$ cat config.mk
export PLATFORM = sky130hd
export DESIGN_NAME = bop_top
export DESIGN_NICKNAME = d
export VERILOG_FILES = /design/src/hw/bop_pkg.sv /design/src/hw/bop_config_regs.sv /design/src/hw/bop_miss_queue.sv /design/src/hw/bop_history_cam.sv /design/src/hw/bop_offset_scorer.sv /design/src/hw/bop_prefetch_issue.sv /design/src/hw/bop_top.sv
export SDC_FILE = /design/constraint.sdc
export NUM_CORES = 1
export LEC_CHECK = 0
export ABC_AREA = 1
export BUFFER_PORTS_ARGS = -buffer_cell sky130_fd_sc_hd__buf_2
export CAP_MARGIN = 10
export CORE_MARGIN = 3
export CORE_UTILIZATION = 35
export DETAILED_ROUTE_END_ITERATION = 8
export PLACE_DENSITY = 0.56
export SYNTH_ARGS = -nofsm -noshare
export SYNTH_HDL_FRONTEND = slang
export SYNTH_HIERARCHICAL = 1
export SYNTH_SLANG_ARGS = --single-unit
$ cat constraint.sdc
create_clock -name clk_i -period 17.3 [get_ports clk_i]
set_clock_uncertainty 0.15 [all_clocks]
set_input_delay 5.19 -clock clk_i [delete_from_list [all_inputs] [get_ports clk_i]]
set_output_delay 5.19 -clock clk_i [all_outputs]
set_load 0.02 [all_outputs]
$ cat src/hw/bop_pkg.sv
// --------------------
// Shared widths, types and enums for the best-offset prefetcher
// Configuration struct carried from the register block
// --------------------

package bop_pkg;

  // Block address, byte offset already stripped
  parameter int BLK_ADDR_W = 26;
  typedef logic [BLK_ADDR_W-1:0] blk_addr_t;

  // Candidate offsets run 1 to 2**LG_OFFSETS-1
  parameter int LG_OFFSETS = 4;
  typedef logic [LG_OFFSETS-1:0] offset_t;

  parameter int SCORE_W = 4;
  typedef logic [SCORE_W-1:0] score_t;

  // 4 KiB page of 64-byte blocks
  parameter int PAGE_BLK_BITS = 6;

  // Fallback offset when no candidate wins a round set
  parameter offset_t INIT_OFFSET = offset_t'(1);

  typedef enum logic {
    CFG_ENABLE,
    CFG_MIN_SCORE
  } cfg_sel_e;

  typedef struct packed {
    logic   enable;
    score_t min_score;
  } cfg_t;

  typedef enum logic {
    S_IDLE,
    S_TEST
  } scorer_state_e;

endpackage

$ cat src/hw/bop_config_regs.sv
// --------------------
// Prefetch enable and minimum-score registers
// --------------------

`timescale 1ns/100ps

module bop_config_regs (
  input  logic               clk_i,
  input  logic               reset_i,
  input  logic               cfg_we_i,
  input  bop_pkg::cfg_sel_e  cfg_sel_i,
  input  bop_pkg::score_t    cfg_data_i,
  output bop_pkg::cfg_t      cfg_o
);

  bop_pkg::cfg_t cfg_r;

  // Prefetching starts disabled, a score above 1 is needed by default
  always_ff @(posedge clk_i) begin
    if (reset_i) begin
      cfg_r.enable    <= 1'b0;
      cfg_r.min_score <= bop_pkg::score_t'(1);
    end else if (cfg_we_i) begin
      if (cfg_sel_i == bop_pkg::CFG_ENABLE) begin
        // Enable lives in bit 0 of the write data
        cfg_r.enable <= cfg_data_i[0];
      end else begin
        cfg_r.min_score <= cfg_data_i;
      end
    end
  end

  assign cfg_o = cfg_r;

endmodule

$ cat src/hw/bop_miss_queue.sv
// --------------------
// Two-entry FIFO of miss block addresses
// Head is held until the scorer pops it
// --------------------

`timescale 1ns/100ps

module bop_miss_queue (
  input  logic                clk_i,
  input  logic                reset_i,
  input  logic                push_i,
  input  bop_pkg::blk_addr_t  push_addr_i,
  output logic                ready_o,
  output logic                head_v_o,
  output bop_pkg::blk_addr_t  head_addr_o,
  input  logic                pop_i
);

  bop_pkg::blk_addr_t mem_r [2];
  logic       wr_ptr_r;
  logic       rd_ptr_r;
  logic [1:0] count_r;
  logic       push;
  logic       pop;

  assign ready_o     = (count_r != 2'd2);
  assign head_v_o    = (count_r != 2'd0);
  assign head_addr_o = mem_r[rd_ptr_r];

  assign push = push_i & ready_o;
  assign pop  = pop_i & head_v_o;

  always_ff @(posedge clk_i) begin
    if (reset_i) begin
      wr_ptr_r <= 1'b0;
      rd_ptr_r <= 1'b0;
      count_r  <= 2'd0;
    end else begin
      if (push) wr_ptr_r <= ~wr_ptr_r;
      if (pop) rd_ptr_r <= ~rd_ptr_r;
      // Push and pop together leave the count alone
      if (push && !pop) count_r <= count_r + 2'd1;
      else if (pop && !push) count_r <= count_r - 2'd1;
    end
  end

  always_ff @(posedge clk_i) begin
    if (push) mem_r[wr_ptr_r] <= push_addr_i;
  end

endmodule

$ cat src/hw/bop_history_cam.sv
// --------------------
// History of recently filled prefetch addresses
// Associative match lookup, empty-first round-robin replacement
// --------------------

`timescale 1ns/100ps

module bop_history_cam #(
  parameter int history_len_p = 8
) (
  input  logic                clk_i,
  input  logic                reset_i,
  input  logic                fill_v_i,
  input  bop_pkg::blk_addr_t  fill_addr_i,
  input  logic                test_v_i,
  input  bop_pkg::blk_addr_t  test_addr_i,
  output logic                match_o
);

  localparam int idx_w_lp = (history_len_p > 1) ? $clog2(history_len_p) : 1;

  bop_pkg::blk_addr_t     tag_r [history_len_p];
  logic [history_len_p-1:0] valid_r;
  logic [idx_w_lp-1:0]    victim_r;
  logic [idx_w_lp-1:0]    empty_idx;
  logic [idx_w_lp-1:0]    wr_idx;
  logic                   empty_found;
  logic                   hit_any;

  // Lowest-numbered empty entry
  always_comb begin
    empty_found = 1'b0;
    empty_idx   = '0;
    for (int i = history_len_p - 1; i >= 0; i--) begin
      if (!valid_r[i]) begin
        empty_found = 1'b1;
        empty_idx   = idx_w_lp'(i);
      end
    end
  end

  assign wr_idx = empty_found ? empty_idx : victim_r;

  // Lookup sees the contents from before a same-cycle fill
  always_comb begin
    hit_any = 1'b0;
    for (int i = 0; i < history_len_p; i++) begin
      hit_any = hit_any | (valid_r[i] && (tag_r[i] == test_addr_i));
    end
  end

  assign match_o = test_v_i & hit_any;

  always_ff @(posedge clk_i) begin
    if (reset_i) begin
      valid_r  <= '0;
      victim_r <= '0;
    end else if (fill_v_i) begin
      valid_r[wr_idx] <= 1'b1;
      // Entries fill in order, so the victim pointer tracks the oldest
      if (!empty_found) begin
        if (victim_r == idx_w_lp'(history_len_p - 1)) victim_r <= '0;
        else victim_r <= victim_r + 1'b1;
      end
    end
  end

  always_ff @(posedge clk_i) begin
    if (fill_v_i) tag_r[wr_idx] <= fill_addr_i;
  end

endmodule

$ cat src/hw/bop_offset_scorer.sv
// --------------------
// Per-offset score table and round state machine
// Tests one candidate offset per cycle, holds the best offset
// --------------------

`timescale 1ns/100ps

module bop_offset_scorer #(
  parameter int max_score_p  = 4,
  parameter int max_rounds_p = 3
) (
  input  logic                clk_i,
  input  logic                reset_i,
  input  logic                head_v_i,
  input  bop_pkg::blk_addr_t  head_addr_i,
  output logic                pop_o,
  output logic                test_v_o,
  output bop_pkg::blk_addr_t  test_addr_o,
  input  logic                match_i,
  input  bop_pkg::cfg_t       cfg_i,
  output bop_pkg::offset_t    offset_o
);

  localparam int round_w_lp = $clog2(max_rounds_p + 1);
  localparam int num_offsets_lp = 2 ** bop_pkg::LG_OFFSETS;
  localparam bop_pkg::offset_t first_offset_lp = bop_pkg::offset_t'(1);
  localparam bop_pkg::offset_t last_offset_lp = '1;

  bop_pkg::scorer_state_e state_r, state_n;
  bop_pkg::offset_t       test_offset_r, test_offset_n;
  bop_pkg::score_t        scores_r [1:num_offsets_lp-1];
  bop_pkg::offset_t       leader_r, leader_n;
  bop_pkg::score_t        leader_score_r, leader_score_n;
  logic [round_w_lp-1:0]  round_r;
  bop_pkg::offset_t       best_r;
  bop_pkg::score_t        score_inc;
  logic                   hit;
  logic                   win;
  logic                   last_test;
  logic                   round_end;

  // Score the head miss against the history at miss plus candidate
  assign test_v_o    = head_v_i;
  assign test_addr_o = head_addr_i + bop_pkg::blk_addr_t'(test_offset_r);

  assign last_test = test_v_o && (test_offset_r == last_offset_lp);
  assign pop_o     = last_test && (state_r == bop_pkg::S_TEST);

  assign hit       = test_v_o & match_i;
  assign score_inc = scores_r[test_offset_r] + 1'b1;
  assign win       = hit && (score_inc == bop_pkg::score_t'(max_score_p));
  assign round_end = pop_o && (round_r == round_w_lp'(max_rounds_p - 1));

  // Strictly higher score takes the lead, ties keep the lower offset
  always_comb begin
    leader_n       = leader_r;
    leader_score_n = leader_score_r;
    if (hit && (score_inc > leader_score_r)) begin
      leader_n       = test_offset_r;
      leader_score_n = score_inc;
    end
  end

  // Offset 1 is tested on arrival, 2 to 15 follow in S_TEST
  always_comb begin
    state_n       = state_r;
    test_offset_n = test_offset_r;
    case (state_r)
      bop_pkg::S_IDLE: begin
        if (head_v_i) begin
          state_n       = bop_pkg::S_TEST;
          test_offset_n = test_offset_r + 1'b1;
        end
      end
      bop_pkg::S_TEST: begin
        if (last_test) begin
          state_n       = bop_pkg::S_IDLE;
          test_offset_n = first_offset_lp;
        end else if (head_v_i) begin
          test_offset_n = test_offset_r + 1'b1;
        end
      end
      default: begin
        state_n       = bop_pkg::S_IDLE;
        test_offset_n = first_offset_lp;
      end
    endcase
  end

  always_ff @(posedge clk_i) begin
    if (reset_i) begin
      state_r        <= bop_pkg::S_IDLE;
      test_offset_r  <= first_offset_lp;
      best_r         <= bop_pkg::INIT_OFFSET;
      leader_r       <= bop_pkg::INIT_OFFSET;
      leader_score_r <= '0;
      round_r        <= '0;
      for (int i = 1; i < num_offsets_lp; i++) scores_r[i] <= '0;
    end else begin
      state_r       <= state_n;
      test_offset_r <= test_offset_n;
      if (win) begin
        // Max score adopts the offset at once and restarts the rounds
        best_r         <= test_offset_r;
        leader_r       <= bop_pkg::INIT_OFFSET;
        leader_score_r <= '0;
        round_r        <= '0;
        for (int i = 1; i < num_offsets_lp; i++) scores_r[i] <= '0;
      end else if (round_end) begin
        best_r <= (leader_score_n > cfg_i.min_score) ? leader_n : bop_pkg::INIT_OFFSET;
        leader_r       <= bop_pkg::INIT_OFFSET;
        leader_score_r <= '0;
        round_r        <= '0;
        for (int i = 1; i < num_offsets_lp; i++) scores_r[i] <= '0;
      end else begin
        if (hit) scores_r[test_offset_r] <= score_inc;
        leader_r       <= leader_n;
        leader_score_r <= leader_score_n;
        if (pop_o) round_r <= round_r + 1'b1;
      end
    end
  end

  assign offset_o = best_r;

endmodule

$ cat src/hw/bop_prefetch_issue.sv
// --------------------
// Prefetch address generation with page-cross check
// --------------------

`timescale 1ns/100ps

module bop_prefetch_issue (
  input  logic                clk_i,
  input  logic                reset_i,
  input  logic                miss_v_i,
  input  bop_pkg::blk_addr_t  miss_addr_i,
  input  bop_pkg::offset_t    offset_i,
  input  bop_pkg::cfg_t       cfg_i,
  output logic                pf_v_o,
  output bop_pkg::blk_addr_t  pf_addr_o
);

  bop_pkg::blk_addr_t sum;
  logic               same_page;
  logic               pf_v_r;
  bop_pkg::blk_addr_t pf_addr_r;

  assign sum = miss_addr_i + bop_pkg::blk_addr_t'(offset_i);

  // Page number bits must not change
  assign same_page = (sum[bop_pkg::BLK_ADDR_W-1:bop_pkg::PAGE_BLK_BITS] ==
                      miss_addr_i[bop_pkg::BLK_ADDR_W-1:bop_pkg::PAGE_BLK_BITS]);

  always_ff @(posedge clk_i) begin
    if (reset_i) pf_v_r <= 1'b0;
    else pf_v_r <= miss_v_i & cfg_i.enable & same_page;
  end

  always_ff @(posedge clk_i) begin
    if (miss_v_i) pf_addr_r <= sum;
  end

  assign pf_v_o    = pf_v_r;
  assign pf_addr_o = pf_addr_r;

endmodule

$ cat src/hw/bop_top.sv
// --------------------
// Best-offset prefetcher top level
// Config registers beside the queue, history, scorer and issue path
// --------------------

`timescale 1ns/100ps

module bop_top #(
  parameter int history_len_p = 8,
  parameter int max_score_p   = 4,
  parameter int max_rounds_p  = 3
) (
  input  logic                clk_i,
  input  logic                reset_i,
  input  logic                miss_v_i,
  input  bop_pkg::blk_addr_t  miss_addr_i,
  output logic                miss_ready_o,
  input  logic                fill_v_i,
  input  bop_pkg::blk_addr_t  fill_addr_i,
  input  logic                cfg_we_i,
  input  bop_pkg::cfg_sel_e   cfg_sel_i,
  input  bop_pkg::score_t     cfg_data_i,
  output logic                pf_v_o,
  output bop_pkg::blk_addr_t  pf_addr_o,
  output bop_pkg::offset_t    offset_o
);

  bop_pkg::cfg_t      cfg;
  logic               miss_accept;
  logic               head_v;
  bop_pkg::blk_addr_t head_addr;
  logic               pop;
  logic               test_v;
  bop_pkg::blk_addr_t test_addr;
  logic               match;

  // Misses offered while the queue is full are dropped
  assign miss_accept = miss_v_i & miss_ready_o;

  bop_config_regs config_regs_inst (
    .clk_i      (clk_i),
    .reset_i    (reset_i),
    .cfg_we_i   (cfg_we_i),
    .cfg_sel_i  (cfg_sel_i),
    .cfg_data_i (cfg_data_i),
    .cfg_o      (cfg)
  );

  bop_miss_queue miss_queue_inst (
    .clk_i       (clk_i),
    .reset_i     (reset_i),
    .push_i      (miss_accept),
    .push_addr_i (miss_addr_i),
    .ready_o     (miss_ready_o),
    .head_v_o    (head_v),
    .head_addr_o (head_addr),
    .pop_i       (pop)
  );

  bop_history_cam #(
    .history_len_p (history_len_p)
  ) history_cam_inst (
    .clk_i       (clk_i),
    .reset_i     (reset_i),
    .fill_v_i    (fill_v_i),
    .fill_addr_i (fill_addr_i),
    .test_v_i    (test_v),
    .test_addr_i (test_addr),
    .match_o     (match)
  );

  bop_offset_scorer #(
    .max_score_p  (max_score_p),
    .max_rounds_p (max_rounds_p)
  ) offset_scorer_inst (
    .clk_i       (clk_i),
    .reset_i     (reset_i),
    .head_v_i    (head_v),
    .head_addr_i (head_addr),
    .pop_o       (pop),
    .test_v_o    (test_v),
    .test_addr_o (test_addr),
    .match_i     (match),
    .cfg_i       (cfg),
    .offset_o    (offset_o)
  );

  bop_prefetch_issue prefetch_issue_inst (
    .clk_i       (clk_i),
    .reset_i     (reset_i),
    .miss_v_i    (miss_accept),
    .miss_addr_i (miss_addr_i),
    .offset_i    (offset_o),
    .cfg_i       (cfg),
    .pf_v_o      (pf_v_o),
    .pf_addr_o   (pf_addr_o)
  );

endmodule

==> results.md <==
- Run status: finished clean
- Fmax: about 150 MHz
- Sink Count: around 390
- Worst Max-Slew Pin Slew: 0.989 ns
- TritonCTS buffer count: 44
- Seq/Total Area, Yosys: around 57%
- Maximum vdd drop: roughly 0.063 mV
- CTS tree: done
- Layout Nets: about 2300
- Routability cong.: ~0.96
- Most used cell, CP: nand2_1
- Initial drt markers: ~1300
- Setup tns final: 0 ns
- Power, Total: 2.49 mW
- Initial antenna violation count: 3
- Leakage power: between 9 and 10 nW
- Placeable Area: 55600 um^2
- Synth Area per Inst: 9.44 um^2
- Synth Register Bits: between 300 and 400
- Cell Area, Synth: about 20000 um^2
- Max Fanout on Critical Path: 26
- Vias post-DR: 14700
- Clk root buf: clkbuf_16
- Worst min path class: flop to flop
- Non-Filler Instances: ~3000
- Final core occ: roughly two fifths
- Critical-path top delay cell: xnor2_1
- Clk pin slew, worst setup/hold paths: approximately 0.060 ns
- Critical path launch point type: flop
- Vias in the first global route: about 15000
- Final-report setup violation count: 0
- Final Hold Fails: 0
- CP arrival: 7.27 ns
- Rows: 86
- Area taken by multi-input logic gates: roughly 7000 um^2
- DR WL/cell: approximately 18 um
- Worst setup EP type: flop
- Ys async rst share: 0%
- FF/Latch Area: ~11000 um^2
- Post-CTS Resized: 0
- Number of I/O pins: 94
- Placed Cells incl. Taps: around 2900
- Hold Buf Count CTS: 0
- Most used DFF post-synth: edfxtp_1
- Max-cap check violation count: 0
- Port Buffers: 93
- Clock latency on the worst-skew pair: 0.59 ns
- Clk buf depth: 3
- Synth top area cells: edfxtp_1 (53%), nand2_1 (13%), inv_1 (5.2%)
- First-pass DRT Iterations: 5
- Post-synth EDFFs: 350
- Slew Limit Fails: 0
- FILL cells: 5463
- Crit Path Class: flop to flop
- Die Area: between 50000 and 60000 um^2
- DIE HEIGHT: between 200 and 250 um
- Fin crit share: between 30% and 40%
- Final HPWL DP: 38900 um
- GRT overflow: 0
- Layout cells sized above 1: a little over an eighth
- Max incr delay on CP: ~0.62 ns
- Total power divided by cell area: 110 nW/um^2
- Critical Path RT: between 15 and 20 ns
- RSZ-0062 raised after global routing: no
- Yosys cell types: 52
- Area leader, netlist: edfxtp_1
- Largest net degree at the start of global routing: 38
- Post-route minimum period: 6.89 ns
- Post-route ant nets: 0
- Vias per cell: around 4.9
- # Post-CTS Setup Buffers: 0
- First-pass GRT wire length: about 84000 um
- Routed WL: between 50000 and 60000 um
- CTS H-Tree Depth: 2
- DIE WIDTH: approximately 240 um
- Gr usage total: 18.3%
- Initial Util: 35.7%
- DRC: 0
- Max-Slew Margin vs Limit: about a third
- Yosys warns: 6
- Post-synth net total: between 2000 and 2500
- Synth Instances: ~2100
- Synth top area share: between 50% and 60%
- P&R area growth vs syn: 13.5%
-- worst max-delay path, delay by kind of cell (launching register included) --
family	cells	cell delay, ns
multiplexers	1	0.24
flip-flops	1	0.31
XOR/XNOR	1	0.62
AO/OA/AOI/OAI	6	0.86
buffers and inverters	7	1.13
AND/OR/NAND/NOR	22	2.66
adder cells (fa/ha/maj)	3	0.83
-- metrics by stage --
step	area [um^2]	setup WS (ns)	hold slack (ns)
final	22600	10.41	0.334
after global routing	22600	9.36	0.358
after CTS	22600	10.35	0.342
after detailed placement	21100	10.29	0.328
after global placement	21100	10.32	0.319
after floorplan	19900	9.59	0.295
-- per-layer routing --
layer,up-vias,track usage (%),part of all wire [%]
met2,527,29.7,46
met5,-,0,0
met1,7043,25.0,45
met4,0,5.97,2.6
li1,7007,-,-
met3,95,2.88,7.1
-- cells in the final DEF (no fill, tap or decap), types with 3 or more instances in the layout --
cell type / count
inv_1: 273
ha_1: 26
nand2_4: 5
edfxtp_1: 350
nand2_2: 18
mux2_2: 6
clkbuf_1: 9
nor2_4: 4
dfxtp_1: 41
nand3_2: 5
clkbuf_16: 45
clkinvlp_4: 3
inv_6: 3
nor3_1: 6
clkinv_2: 14
nor2_1: 266
mux2_4: 20
nor3b_1: 3
o21a_1: 4
a31oi_1: 3
nand4_4: 11
nand3b_1: 11
buf_4: 37
a21oi_1: 27
bufinv_16: 3
buf_2: 93
xnor2_1: 56
o21ai_1: 5
nor2_2: 10
nand4_1: 24
inv_2: 14
nand2_1: 664
xor2_1: 38
o21ai_0: 64
nand3_1: 79
clkinv_1: 6
-- kinds of logic after synthesis --
group	count (synthesis)	share of synthesized area (%)
compound gates	107	2.87
xor+xnor	95	4.18
fa+ha+maj	28	1.84
buf+inv	340	7.82
flops	391	57.0
mux	26	1.85
simple gates	1119	24.5
-- final cells by class --
cell class / instances / area share [%]
tap: 748 / 4.15
clock buffer: 55 / 5.20
clock inverter: 27 / 1.08
timing repair buffer: 130 / 3.29
inverter: 292 / 4.93
multi-input combinational: 1375 / 31.1
sequential: 391 / 50.2
antenna: 1 / 0.0111
-- power by group --
part / total, mW / switching (mW) / internal [mW]
Sequential: 1.08 / 0.0131 / 1.07
Clock: 0.923 / 0.393 / 0.530
Combinational: 0.480 / 0.349 / 0.131
Total: 2.49 / 0.755 / 1.73
-- cell usage after synthesis (3+ instances only) --
master / n
o21ai_1: 5
nor3_1: 7
a21oi_1: 27
nand3_2: 5
ha_1: 26
nand2_4: 5
buf_6: 9
inv_2: 14
clkbuf_1: 4
nor3b_1: 3
xor2_1: 38
mux2_4: 20
o21a_1: 4
mux2_2: 6
nand2_1: 664
nand3b_1: 11
nor2_1: 270
nand4_4: 11
nand4_1: 24
nor2_4: 4
buf_2: 4
edfxtp_1: 350
nand2_2: 18
buf_4: 23
inv_1: 273
dfxtp_1: 41
nor2_2: 6
xnor2_1: 57
a31oi_1: 3
nand3_1: 79
o21ai_0: 64
buf_12: 5
-- flip-flops by register name (all words and copies together) (netlist names), 4 cells and up, named ones only --
register and flops:
offset_scorer_inst/leader_score_r 4, offset_scorer_inst/scores_r 64, history_cam_inst/valid_r 8, offset_scorer_inst/leader_r 4, offset_scorer_inst/offset_o 4, history_cam_inst/tag_r 208, miss_queue_inst/mem_r 52, prefetch_issue_inst/pf_addr_o 26
offset_scorer_inst/test_offset_r 4, config_regs_inst/cfg_o 5
-- worst paths after layout --
kind                                    end                      start  cells past startpoint  slack, ns
min reg2reg       config_regs_inst/cfg_o[1]  config_regs_inst/cfg_o[1]                      2       0.33
max          offset_scorer_inst/offset_o[1]                       flop                     40      10.41
min               config_regs_inst/cfg_o[1]  config_regs_inst/cfg_o[1]                      2       0.33
max reg2reg  offset_scorer_inst/offset_o[1]                       flop                     40      10.41
Power figures use the tool's default switching activity.
